--- src/hdl/mvp_seq_config.svh ---
`ifndef MVP_SEQ_CONFIG_SVH
`define MVP_SEQ_CONFIG_SVH

// pipeline shape
`define MVP_NUM_STAGES        10
`define MVP_FIRST_LEVEL_STAGE 5

// level numbering, levels run 1 to 12 with 0 for an empty slot
`define MVP_LEVEL_WIDTH       4
`define MVP_MAX_LEVEL         12

`define MVP_SETTLE_CYCLES     3
`define MVP_CNT_WIDTH         16

`endif

--- src/hdl/mvp_seq_pkg.sv ---
`default_nettype none

`include "mvp_seq_config.svh"

package mvp_seq_pkg;

    // one bit per stage, used for activity, starts and dones
    typedef logic [`MVP_NUM_STAGES-1:0] stage_mask_t;

    // level number carried by the back stages
    typedef logic [`MVP_LEVEL_WIDTH-1:0] level_t;

    // rounds issued since the job start
    typedef logic [`MVP_CNT_WIDTH-1:0] round_cnt_t;

endpackage

`default_nettype wire

--- src/hdl/mvp_round_ctrl.sv ---
`timescale 1ns/1ps
`default_nettype none

`include "mvp_seq_config.svh"

module mvp_round_ctrl
(
    input  wire                       clk,
    input  wire                       rst_n,
    input  wire                       i_mvp_start,
    input  wire                       i_enable,
    input  mvp_seq_pkg::stage_mask_t  i_stage_done,
    input  mvp_seq_pkg::stage_mask_t  i_active,
    input  wire                       i_job_done,
    output logic                      o_job_start,
    output logic                      o_round_end,
    output logic                      o_start_pulse,
    output logic                      o_mvp_idle,
    output mvp_seq_pkg::round_cnt_t   o_stage_cnt
);

    import mvp_seq_pkg::*;

    localparam int SETTLE_W = $clog2(`MVP_SETTLE_CYCLES + 1);

    logic [SETTLE_W-1:0] settle_cnt;
    stage_mask_t         stage_ready;
    round_cnt_t          round_cnt;

    // a start only counts while enabled
    assign o_job_start = i_mvp_start & i_enable;

    // inactive stages never hold up a round
    assign stage_ready = i_stage_done | ~i_active;

    assign o_round_end = (settle_cnt == SETTLE_W'(`MVP_SETTLE_CYCLES)) & (&stage_ready);

    always_ff @(posedge clk or negedge rst_n)
    begin
        if (!rst_n)
            o_mvp_idle <= 1'b1;
        else if (o_job_start)
            o_mvp_idle <= 1'b0;
        else if (i_job_done)
            o_mvp_idle <= 1'b1;
    end

    // minimum spacing between round ends
    always_ff @(posedge clk or negedge rst_n)
    begin
        if (!rst_n)
            settle_cnt <= '0;
        else if (o_round_end)
            settle_cnt <= '0;
        else if (settle_cnt < SETTLE_W'(`MVP_SETTLE_CYCLES))
            settle_cnt <= settle_cnt + 1'b1;
    end

    // starts go out one cycle after the round closes
    always_ff @(posedge clk or negedge rst_n)
    begin
        if (!rst_n)
            o_start_pulse <= 1'b0;
        else
            o_start_pulse <= o_round_end & ~o_mvp_idle;
    end

    always_ff @(posedge clk or negedge rst_n)
    begin
        if (!rst_n)
            round_cnt <= '0;
        else if (o_job_start)
            round_cnt <= '0;
        else if (o_start_pulse)
            round_cnt <= round_cnt + 1'b1;
    end

    assign o_stage_cnt = round_cnt;

endmodule

`default_nettype wire

--- src/hdl/mvp_stage_tracker.sv ---
`timescale 1ns/1ps
`default_nettype none

`include "mvp_seq_config.svh"

module mvp_stage_tracker
(
    input  wire                       clk,
    input  wire                       rst_n,
    input  wire                       i_job_start,
    input  wire                       i_round_end,
    input  wire                       i_start_pulse,
    input  wire                       i_feed_alldone,
    input  wire                       i_reduce_trace,
    input  mvp_seq_pkg::level_t       i_s8_level,
    output mvp_seq_pkg::stage_mask_t  o_active,
    output logic                      o_s5_next_active,
    output mvp_seq_pkg::stage_mask_t  o_stage_start,
    output logic                      o_switch_mode
);

    import mvp_seq_pkg::*;

    localparam int NS = `MVP_NUM_STAGES;
    localparam int S5 = `MVP_FIRST_LEVEL_STAGE;
    localparam int S8 = `MVP_NUM_STAGES - 2;

    stage_mask_t active_r;
    stage_mask_t active_nxt;
    logic        s5_src;
    logic        below_max;

    // stage 5 loops back from stage 8 once reduce trace is on
    assign s5_src    = i_reduce_trace ? active_r[S8] : active_r[S5-1];
    assign below_max = i_s8_level < level_t'(`MVP_MAX_LEVEL);

    assign o_s5_next_active = s5_src & below_max;

    always_comb
    begin
        active_nxt     = {active_r[NS-2:0], ~i_feed_alldone};
        active_nxt[S5] = o_s5_next_active;
    end

    always_ff @(posedge clk or negedge rst_n)
    begin
        if (!rst_n)
            active_r <= '0;
        else if (i_job_start)
            active_r <= '0;
        else if (i_round_end)
            active_r <= active_nxt;
    end

    assign o_active = active_r;

    assign o_stage_start = {NS{i_start_pulse}} & active_r;

    // back half busy
    assign o_switch_mode = i_start_pulse & (|active_r[NS-1:S5]);

endmodule

`default_nettype wire

--- src/hdl/mvp_level_pipe.sv ---
`timescale 1ns/1ps
`default_nettype none

`include "mvp_seq_config.svh"

module mvp_level_pipe
(
    input  wire                  clk,
    input  wire                  rst_n,
    input  wire                  i_job_start,
    input  wire                  i_round_end,
    input  wire                  i_skip_trace,
    input  mvp_seq_pkg::level_t  i_reduce_level,
    input  wire                  i_s5_next_active,
    input  wire                  i_s9_active,
    input  wire                  i_idle,
    output mvp_seq_pkg::level_t  o_s8_level,
    output logic                 o_reduce_trace,
    output logic                 o_mvp_done,
    output logic                 o_last_write,
    output mvp_seq_pkg::level_t  o_mux_level,
    output mvp_seq_pkg::level_t  o_mulacc_level,
    output mvp_seq_pkg::level_t  o_addx_level,
    output mvp_seq_pkg::level_t  o_uram_index
);

    import mvp_seq_pkg::*;

    localparam int S5 = `MVP_FIRST_LEVEL_STAGE;
    localparam int S7 = `MVP_FIRST_LEVEL_STAGE + 2;
    localparam int S8 = `MVP_NUM_STAGES - 2;
    localparam int S9 = `MVP_NUM_STAGES - 1;

    level_t lvl_r [S5:S9];
    level_t s5_lvl_nxt;
    logic   reduce_trace_r;

    // fresh work enters at level 1, traced work goes one level up
    assign s5_lvl_nxt = !i_s5_next_active ? '0 :
                        (reduce_trace_r ? level_t'(lvl_r[S8] + 1'b1) : level_t'(1));

    always_ff @(posedge clk or negedge rst_n)
    begin
        if (!rst_n)
        begin
            for (int k = S5; k <= S9; k++)
                lvl_r[k] <= '0;
        end
        else if (i_job_start)
        begin
            for (int k = S5; k <= S9; k++)
                lvl_r[k] <= '0;
        end
        else if (i_round_end)
        begin
            lvl_r[S5] <= s5_lvl_nxt;
            for (int k = S5 + 1; k <= S9; k++)
                lvl_r[k] <= lvl_r[k-1];
        end
    end

    // sticky until the next job
    always_ff @(posedge clk or negedge rst_n)
    begin
        if (!rst_n)
            reduce_trace_r <= 1'b0;
        else if (i_job_start)
            reduce_trace_r <= 1'b0;
        else if ((lvl_r[S8] == i_reduce_level) && !i_skip_trace)
            reduce_trace_r <= 1'b1;
    end

    assign o_reduce_trace = reduce_trace_r;
    assign o_s8_level     = lvl_r[S8];

    assign o_last_write = (lvl_r[S9] == level_t'(`MVP_MAX_LEVEL)) ||
                          (i_skip_trace && (lvl_r[S9] == i_reduce_level));

    assign o_mvp_done = o_last_write & i_s9_active & i_round_end;

    // map stage levels to the indices the level-dependent units expect
    assign o_mux_level = (lvl_r[S5] > i_reduce_level) ?
                         level_t'(`MVP_MAX_LEVEL + 1 + i_reduce_level - lvl_r[S5]) : lvl_r[S5];

    assign o_mulacc_level = (lvl_r[S7] > i_reduce_level) ?
                            level_t'(`MVP_MAX_LEVEL + i_reduce_level - lvl_r[S7]) :
                            level_t'(lvl_r[S7] - 1'b1);

    assign o_addx_level = (lvl_r[S9] >= i_reduce_level) ? '0 : lvl_r[S5];

    assign o_uram_index = (reduce_trace_r || i_idle) ? '0 : level_t'(lvl_r[S9] - 1'b1);

endmodule

`default_nettype wire

--- src/hdl/mvp_controller.sv ---
`timescale 1ns/1ps
`default_nettype none

`include "mvp_seq_config.svh"

module mvp_controller
(
    input  wire                       clk,
    input  wire                       rst_n,
    input  wire                       i_mvp_start,
    input  wire                       i_enable,
    input  wire                       i_skip_trace,
    input  mvp_seq_pkg::level_t       i_reduce_level,
    input  mvp_seq_pkg::stage_mask_t  i_stage_done,
    input  wire                       i_feed_alldone,
    output mvp_seq_pkg::stage_mask_t  o_stage_start,
    output logic                      o_mvp_done,
    output logic                      o_mvp_idle,
    output mvp_seq_pkg::round_cnt_t   o_stage_cnt,
    output logic                      o_reduce_trace,
    output logic                      o_switch_mode,
    output logic                      o_last_write,
    output mvp_seq_pkg::level_t       o_mux_level,
    output mvp_seq_pkg::level_t       o_mulacc_level,
    output mvp_seq_pkg::level_t       o_addx_level,
    output mvp_seq_pkg::level_t       o_uram_index
);

    import mvp_seq_pkg::*;

    logic        job_start;
    logic        round_end;
    logic        start_pulse;
    logic        s5_next_active;
    stage_mask_t active;
    level_t      s8_level;

    mvp_round_ctrl u_round_ctrl
    (
        .clk           (clk),
        .rst_n         (rst_n),
        .i_mvp_start   (i_mvp_start),
        .i_enable      (i_enable),
        .i_stage_done  (i_stage_done),
        .i_active      (active),
        .i_job_done    (o_mvp_done),
        .o_job_start   (job_start),
        .o_round_end   (round_end),
        .o_start_pulse (start_pulse),
        .o_mvp_idle    (o_mvp_idle),
        .o_stage_cnt   (o_stage_cnt)
    );

    mvp_stage_tracker u_stage_tracker
    (
        .clk              (clk),
        .rst_n            (rst_n),
        .i_job_start      (job_start),
        .i_round_end      (round_end),
        .i_start_pulse    (start_pulse),
        .i_feed_alldone   (i_feed_alldone),
        .i_reduce_trace   (o_reduce_trace),
        .i_s8_level       (s8_level),
        .o_active         (active),
        .o_s5_next_active (s5_next_active),
        .o_stage_start    (o_stage_start),
        .o_switch_mode    (o_switch_mode)
    );

    // stage 9 activity decides whether a finished level ends the job
    mvp_level_pipe u_level_pipe
    (
        .clk              (clk),
        .rst_n            (rst_n),
        .i_job_start      (job_start),
        .i_round_end      (round_end),
        .i_skip_trace     (i_skip_trace),
        .i_reduce_level   (i_reduce_level),
        .i_s5_next_active (s5_next_active),
        .i_s9_active      (active[`MVP_NUM_STAGES-1]),
        .i_idle           (o_mvp_idle),
        .o_s8_level       (s8_level),
        .o_reduce_trace   (o_reduce_trace),
        .o_mvp_done       (o_mvp_done),
        .o_last_write     (o_last_write),
        .o_mux_level      (o_mux_level),
        .o_mulacc_level   (o_mulacc_level),
        .o_addx_level     (o_addx_level),
        .o_uram_index     (o_uram_index)
    );

endmodule

`default_nettype wire

--- config.mk ---
export PLATFORM = sky130hd
export DESIGN_NAME = mvp_controller
export DESIGN_NICKNAME = d
export VERILOG_FILES = /design/src/hdl/mvp_seq_pkg.sv /design/src/hdl/mvp_round_ctrl.sv /design/src/hdl/mvp_stage_tracker.sv /design/src/hdl/mvp_level_pipe.sv /design/src/hdl/mvp_controller.sv
export VERILOG_INCLUDE_DIRS = /design/src /design/src/hdl
export SDC_FILE = /design/constraint.sdc
export NUM_CORES = 1
export LEC_CHECK = 0
export ABC_CLOCK_PERIOD_IN_PS = 2700
export BUFFER_PORTS_ARGS = -buffer_cell sky130_fd_sc_hd__buf_2
export CAP_MARGIN = 10
export CORE_ASPECT_RATIO = 1.5
export CORE_MARGIN = 2
export CORE_UTILIZATION = 59
export DETAILED_ROUTE_END_ITERATION = 8
export HOLD_SLACK_MARGIN = 0.08
export PLACE_DENSITY = 0.85
export SYNTH_ARGS = -nofsm -noshare
export SYNTH_HDL_FRONTEND = slang
export SYNTH_SLANG_ARGS = --single-unit
--- constraint.sdc ---
create_clock -name clk -period 2.7 [get_ports clk]
set_input_delay 0 -clock clk [delete_from_list [all_inputs] [get_ports clk]]
set_output_delay 0 -clock clk [all_outputs]
set_load 0.05 [all_outputs]
==> summary.txt, run 1 <==
CTS
  – Worst-skew pair later-pin latency: around 0.3 ns
  – H-Tree Depth: 2
  – Clk buf depth: 2
  – Worst-path clk slew: ~0.09 ns
  – CTS sink count: 51
  – Setup Buffers After CTS: 0
  – CTS buffer count: 5
  – CTS root buffer: clkbuf_8
  – CTS tree: done
  – Post-cts sizing count: 0

Synth
  – Yosys Warn Count: 0
  – Synthesized net count: between 300 and 400
  – Prevailing post-synth register cell: dfrtp_1
  – Yosys top cell area share: 0.387
  – Mapped cell area: roughly 3200 sq um
  – Async SR Flop Fraction: 1.00
  – Register area share after synthesis: 0.395
  – EDFF count, synth: 0
  – Cell taking the most area after synthesis: dfrtp_1
  – Syn avg cell area: approximately 9.9 sq um
  – Post-Syn Instances: 327
  – Ranking of synthesized cells by area: dfrtp_1 (39%), mux2i_1 (10%), ha_1 (9.7%), xnor2_1 (5.1%), nand2_1 (4.5%)
  – Yosys cell types: 46
  – Synthesis-stage register bit count: between 50 and 60

Critical path
  – CP max FO: 4
  – CP arrival: 2.53 ns
  – End of the critical path: o_mux_level[1]
  – Slowest cell on the critical path: dfrtp_1
  – Reg2Reg Depth: 4
  – R2R Setup Slk: 0.78 ns
  – Worst Path Class, Setup: reg -> out
  – Worst reg2reg path endpoint: u_round_ctrl.o_stage_cnt[15]
  – CP required: around 2.7 ns
  – Crit path capture type: primary output
  – Crit path cell chain: inv_1, ha_1, inv_1, fa_1, a21o_1, a21oi_1, a41o_1, mux2_2, buf_2
  – Critical path origin: u_level_pipe.lvl_r[16]
  – R2R Path Start: u_round_ctrl.o_start_pulse
  – CP startpoint kind: flop
  – Most used cell, CP: inv_1
  – Slowest stage delay, CP: 0.39 ns

Placement
  – DP Worst Slack: about 0.51 ns
  – Placed cell area: around 3600 sq um
  – Placed cell count: between 400 and 500
  – Dpl hpwl: roughly 5.2 mm
  – Port Buffers: 66
  – Placer Congestion: ~0.82

Final layout
  – Post-route core utilization: 0.691
  – Final net count: about 440
  – Most frequent cells in the layout: buf_2 (66), dfrtp_1 (50), nand2_1 (39), mux2i_1 (33), ha_1 (25)
  – Non-Filler Instances: roughly 460
  – Commonest non-fill, non-tap cell in the layout: buf_2
  – Final Cell Area: 3710 sq um
  – P&R area growth vs syn: 14.8%
  – Share of layout cells above drive strength 1: 0.217
  – ANT cells: 0

Global route
  – Grt ovf: 0
  – Global-route wire length before repair: about 12 mm
  – Pin count of the biggest net entering global routing: 36
  – Total GRT Usage: 0.240
  – Initial antenna violation count: 0
  – Number of global-route vias before repair: 2,549

Drt
  – Antenna Nets Post-Route: 0
  – Post-route DRC violation count: 0
  – Total vias in the final route: ~2,600
  – Routed len/inst: between 10 and 15 um
  – First-pass iteration count of the detailed router: 4
  – DR vias/cell: roughly 5.5
  – Wirelength, routed: approximately 6.9 mm
  – Starting DRT DRC Count: 80

Timing
  – Clock skew: roughly 0.0060 ns
  – Worst slew pin tran: approximately 1.0 ns
  – Fmax: about 400 MHz
  – Final Worst Setup Slack: approximately 0.17 ns
  – Final Max Slew Viols: 0
  – Setup TNS: 0 ns
  – Tcrit/Tclk final: 0.938
  – Slew HR: 0.304
  – Hold Vio Cnt, Final: 0
  – RSZ-0062 raised after global routing: false
  – WHS: approximately 0.13 ns
  – Setup-failing EPs final: 0
  – Tmin final: approximately 2.5 ns

Floorplanning
  – Starting Density: 0.602
  – Die ar.: 6100 sq um
  – Row Count: 33
  – Die Span X: roughly 64 um
  – IO Count: 67
  – Die Y: between 90 and 100 um
  – CORE AREA: about 5400 sq um

Run status
  – Status: finished, final reports clean

Power
  – VDD IR max: just under 0.5 mV
  – Leak pwr: ~1.8 nW
  – Overall power: 1.86 mW
  – PwrDens: approximately 500 nW/um^2

Run
  – Max_cap viols: 0

Hold path
  – Hold crit path type: in -> reg
[cells in the mapped netlist, drive strengths merged, types with 8 or more instances]
| cell | instances |
|---|---|
| clkbuf | 8 |
| nand2 | 39 |
| xnor2 | 19 |
| dfrtp | 50 |
| nor3 | 11 |
| nand2b | 8 |
| mux2i | 33 |
| ha | 25 |
| and2 | 11 |
| nor2 | 16 |
| inv | 24 |
[layout make-up]
type | instances | area [sq um]
multi-input combinational | 239 | 1810
fill | 443 | 1660
sequential | 51 | 1280
timing repair buffer | 70 | 365
inverter | 24 | 90.1
tap | 70 | 87.6
clock buffer | 7 | 76.3
clock inverter | 1 | 5.00
[worst max-delay path, delay by kind of cell, from the launching register on]
family / cells / cell delay (ns)
adder cells (fa/ha/maj): 2 / 0.54
buffers and inverters: 3 / 0.38
multiplexers: 1 / 0.35
AO/OA/AOI/OAI: 3 / 0.57
flip-flops: 1 / 0.39
[registers in the layout, summed over array words and instances, names as in the netlist]
name and cells:
u_level_pipe.lvl_r 16, u_level_pipe.o_reduce_trace 1, u_level_pipe.o_s8_level 4, u_round_ctrl.o_mvp_idle 1, u_round_ctrl.o_stage_cnt 16, u_round_ctrl.o_start_pulse 1
u_round_ctrl.settle_cnt 2, u_stage_tracker.o_active 10
[timing repair]
item / CTS / global route
hold endpoints to repair: 34 / 0
setup endpoints to repair: 0 / 0
hold buffers: 2 / 0
[cell families after synthesis]
group                      synth area share
buffers and inverters                0.0476
adders and majority gates             0.115
DFF                                   0.395
AOI/OAI and AO/OA                    0.0666
and+or+nand+nor                       0.185
muxes                                 0.120
xor gates and xnor gates             0.0705
[worst min path at each step]
stage	start	end	slack (ns)	cells after the start
finish	i_reduce_level[1]	u_level_pipe.o_reduce_trace	0.13	4
global placement	rst_n	u_round_ctrl.o_stage_cnt[14]	0.10	1
CTS	i_reduce_level[1]	u_level_pipe.o_reduce_trace	0.14	4
detailed placement	rst_n	u_round_ctrl.o_stage_cnt[15]	0.11	1
global route	i_reduce_level[2]	u_level_pipe.o_reduce_trace	0.19	4
floorplan	rst_n	u_level_pipe.lvl_r[0]	-0.30	0
[where the power goes]
| part | internal, mW | switching (mW) |
|---|---|---|
| combinational | 0.204 | 0.331 |
| clock | 0.183 | 0.243 |
| sequential | 0.821 | 0.0821 |
[per-layer routing]
metal | vias up | GRT usage | wire [um]
li1 | 1239 | - | -
met3 | 10 | 0.0346 | 282
met5 | - | 0 | 0
met4 | 0 | 0.0709 | 119
met2 | 71 | 0.438 | 3640
met1 | 1244 | 0.292 | 2850
No activity file was read; power rests on OpenSTA's default activity.
==> inputs of run 2 (changes only) <==
--- a/config.mk
+++ b/config.mk
@@ -6,15 +6,16 @@
 export SDC_FILE = /design/constraint.sdc
 export NUM_CORES = 1
 export LEC_CHECK = 0
+export ABC_AREA = 1
 export ABC_CLOCK_PERIOD_IN_PS = 2700
 export BUFFER_PORTS_ARGS = -buffer_cell sky130_fd_sc_hd__buf_2
 export CAP_MARGIN = 10
 export CORE_ASPECT_RATIO = 1.5
 export CORE_MARGIN = 2
-export CORE_UTILIZATION = 59
+export CORE_UTILIZATION = 60
 export DETAILED_ROUTE_END_ITERATION = 8
 export HOLD_SLACK_MARGIN = 0.08
-export PLACE_DENSITY = 0.85
+export PLACE_DENSITY = 0.86
 export SYNTH_ARGS = -nofsm -noshare
 export SYNTH_HDL_FRONTEND = slang
 export SYNTH_SLANG_ARGS = --single-unit
==> run 2 against run 1 <==
Cell area rose by 5.5%. Clock skew rose by 0.0058 ns. Via count rose by 26%. Worst hold slack improved by 0.0094 ns. Worst setup slack improved by 0.21 ns. Combinational power rose by 64%. Critical path type unchanged.
==> summary.txt, run 2 <==
Timing
  – Tmin final: 2.33 ns (-0.208 ns)
  – Fmax: 430 MHz (+8.9%)
  – Slew HR: 0.392 (+0.0886)
  – Setup-failing EPs final: 0 (unchanged)
  – Hold Vio Cnt, Final: 0 (unchanged)
  – Setup TNS: 0 ns (unchanged)
  – RSZ-0062 raised after global routing: false
  – Worst slew pin tran: 0.911 ns (-0.130 ns)
  – Final Max Slew Viols: 0 (unchanged)
  – Clock skew: 0.0118 ns (+0.00578 ns)
  – Tcrit/Tclk final: 0.861 (-0.0769)

Synth
  – Synthesis-stage register bit count: 51 (unchanged)
  – Yosys Warn Count: 0 (unchanged)
  – Syn avg cell area: 7.46 sq um (-25%)
  – EDFF count, synth: 0 (unchanged)
  – Synthesized net count: 507 (+35%)
  – Largest family of logic cells by synthesized area: simple AND/OR/NAND/NOR gates
  – Adder-cell share of the synthesized area: 0.109 (-0.00641)
  – Ranking of synthesized cells by area: dfrtp_1 (37%), nand2_1 (12%), ha_1 (9.1%), inv_1 (7.2%), nand3_1 (5.7%)
  – Mapped cell area: 3420 sq um (+5.9%)
  – Yosys top cell area share: 0.366 (-0.0215)
  – Post-Synth XOR/XNOR Area: 0.0256 (-0.0449)
  – Commonest cells in the netlist: nand2_1 (111), inv_1 (66), dfrtp_1 (50)
  – Async SR Flop Fraction: 1.00 (unchanged)
  – Most frequent cell after synthesis: nand2_1
  – Post-Syn Instances: 459 (+40%)
  – Cell taking the most area after synthesis: dfrtp_1
  – Simple-Gate Fraction of Synth Area: 0.313 (+0.128)
  – Mux contribution to synthesized area: 0.00293 (-0.117)
  – Prevailing post-synth register cell: dfrtp_1
  – Yosys cell types: 36 (-22%)
  – Compound-gate portion of the synthesized area: 0.0735 (+0.00690)
  – Register area share after synthesis: 0.373 (-0.0220)

Drt
  – Antenna Nets Post-Route: 0 (unchanged)
  – Routed len/inst: 13.9 um (-6.8%)
  – DR vias/cell: 5.44 (-2.0%)
  – Post-route DRC violation count: 0 (unchanged)
  – Wirelength, routed: 8.25 mm (+20%)
  – Total vias in the final route: 3,225 (+26%)
  – First-pass iteration count of the detailed router: 4 (unchanged)
  – Starting DRT DRC Count: 161 (+100%)

Power
  – PwrDens: 606 nW/um^2 (+21%)
  – VDD IR max: 0.501 mV (+0.92%)
  – Leak pwr: 2.26 nW (+26%)

Floorplanning
  – IO Count: 67 (unchanged)
  – Die Span X: 65.7 um (+1.9%)
  – Starting Density: 0.623 (+0.0211)
  – Die ar.: 6340 sq um (+3.9%)
  – Row Count: 33 (unchanged)
  – CORE AREA: 5490 sq um (+2.3%)
  – Die Y: 96.5 um (+2.0%)

Global route
  – Grt ovf: 0 (unchanged)
  – Pin count of the biggest net entering global routing: 60 (+67%)
  – Initial antenna violation count: 0 (unchanged)
  – Number of global-route vias before repair: 3,019 (+18%)
  – Total GRT Usage: 0.276 (+0.0361)
  – Global-route wire length before repair: 13.6 mm (+18%)

Critical path
  – R2R Setup Slk: 0.89 ns (+0.11 ns)
  – Reg2Reg Depth: 9 (+5)
  – CP arrival: 2.33 ns (-0.20 ns)
  – Top delay family on crit path: adder cells
  – CP max FO: 5 (+1)
  – CP startpoint kind: flop
  – Crit path capture type: primary output
  – Worst Path Class, Setup: reg -> out
  – Slowest cell on the critical path: dfrtp_1
  – Slowest stage delay, CP: 0.45 ns (+0.06 ns)
  – Worst reg2reg path endpoint: u_level_pipe.lvl_r[17]
  – Most used cell, CP: ha_1
  – Crit path cell chain: ha_1, ha_1, fa_1, xor2_1, o21ai_0, buf_2
  – Critical path buffers and inverters: 1 (-2)
  – CP required: 2.70 ns (about the same)
  – R2R Path Start: u_stage_tracker.o_active[9]

Final layout
  – Final net count: 570 (+30%)
  – Commonest non-fill, non-tap cell in the layout: nand2_1
  – Fill cells: 449 (+1.4%)
  – Non-Filler Instances: 593 (+28%)
  – ANT cells: 0 (unchanged)
  – P&R area growth vs syn: 14.4%
  – Most frequent cells in the layout: nand2_1 (111), inv_1 (66), buf_2 (66), dfrtp_1 (50), nor2_1 (45)
  – Share of layout cells above drive strength 1: 0.164 (-0.0524)
  – Post-route core utilization: 0.713 (+0.0213)

Run
  – Max_cap viols: 0 (unchanged)

CTS
  – H-Tree Depth: 2 (unchanged)
  – Setup Buffers After CTS: 0 (unchanged)
  – Clk buf depth: 2 (unchanged)
  – Worst-path clk slew: 0.10 ns (about the same)
  – CTS sink count: 51 (unchanged)
  – CTS tree: done
  – Worst-skew pair later-pin latency: 0.31 ns (about the same)
  – CTS root buffer: clkbuf_8
  – CTS buffer count: 5 (unchanged)

Hold path
  – Hold crit path type: in -> reg
  – Hold path cells: 5 (+1)
  – Hold_sp: i_reduce_level[2]
  – Hold Path Sink: u_level_pipe.o_reduce_trace

Placement
  – Placed cell count: 582 (+29%)
  – Port Buffers: 66 (unchanged)
  – Placer Congestion: 0.851 (+3.4%)
  – Dpl hpwl: 6.11 mm (+17%)

Run status
  – Status: finished, final reports clean
-- run 2: cell count changes after synthesis, sizes merged, moves of 8 or more --
cell	delta
mux2i	-32
nor2	+31
and2	-11
nand3	+34
a21oi	+10
nand2b	-8
inv	+42
xnor2	-12
nand4	+19
o21ai	+15
nand2	+76
-- run 2: report_power, final --
group          switching, mW  internal [mW]  total, mW
Sequential             0.110          0.846      0.957
Combinational          0.638          0.237      0.875
Clock                  0.264          0.277      0.541
-- run 2: logic make-up after synthesis --
| kind of cell | count (synthesis) |
|---|---|
| XOR/XNOR | 10 |
| adder cells (fa/ha/maj) | 28 |
| AO/OA/AOI/OAI | 46 |
| flip-flops | 51 |
| buffers and inverters | 84 |
| AND/OR/NAND/NOR | 239 |
| multiplexers | 1 |
-- run 2: per-layer routing --
| metal | vias to the layer above | track usage | part of all wire |
|---|---|---|---|
| met2 | 114 | 0.508 | 0.53 |
| li1 | 1599 | - | - |
| met5 | - | 0 | 0 |
| met4 | 0 | 0.108 | 0.020 |
| met3 | 15 | 0.0290 | 0.045 |
| met1 | 1497 | 0.324 | 0.40 |
-- run 2: area by class of cell --
class                   count  area (sq um)  area share
multi-input cells         324          1790       0.458
flip-flops and latches     51          1280       0.326
repair buffers             74           398       0.102
inverters                  66           248      0.0633
well taps                  70          87.6      0.0224
clock buffers               6          72.6      0.0185
clock inverters             2          37.5     0.00959
-- run 2: worst register-to-register path: cells and delay by family, from the launching register on --
kind / cells / cell delay (ns)
and+or+nand+nor: 9 / 1.32
DFF: 1 / 0.44
-- run 2: what timing repair did --
| action | CTS | global route |
|---|---|---|
| endpoints found under the setup margin | 0 | 0 |
| hold buffers | 3 | 0 |
| resized for setup | 0 | 0 |
| endpoints found under the hold margin | 41 | 0 |
-- run 2: worst max path at each step --
| stage | end | start | slack [ns] | cells after the start |
|---|---|---|---|---|
| 5_1_grt | o_mux_level[1] | u_level_pipe.lvl_r[16] | 0.28 | 9 |
| 3_3_place_gp | o_mulacc_level[3] | u_level_pipe.lvl_r[9] | 0.80 | 6 |
| 4_1_cts | o_mulacc_level[3] | u_level_pipe.lvl_r[9] | 0.39 | 6 |
| 3_5_place_dp | o_mulacc_level[3] | u_level_pipe.lvl_r[9] | 0.73 | 6 |
| 6_report | o_mulacc_level[3] | u_level_pipe.lvl_r[9] | 0.37 | 6 |
| 2_1_floorplan | o_mulacc_level[3] | u_level_pipe.lvl_r[9] | 0.15 | 5 |
-- run 2: stage by stage --
stage	hold slack [ns]	power, mW	cell area, sq um	setup WS, ns
5_1_grt	0.196	2.51	3910	0.277
3_3_place_gp	0.173	1.82	3770	0.805
3_5_place_dp	0.182	1.84	3770	0.732
6_report	0.142	2.37	3910	0.375
4_1_cts	0.134	2.37	3910	0.389
2_1_floorplan	-0.296	1.70	3420	0.149
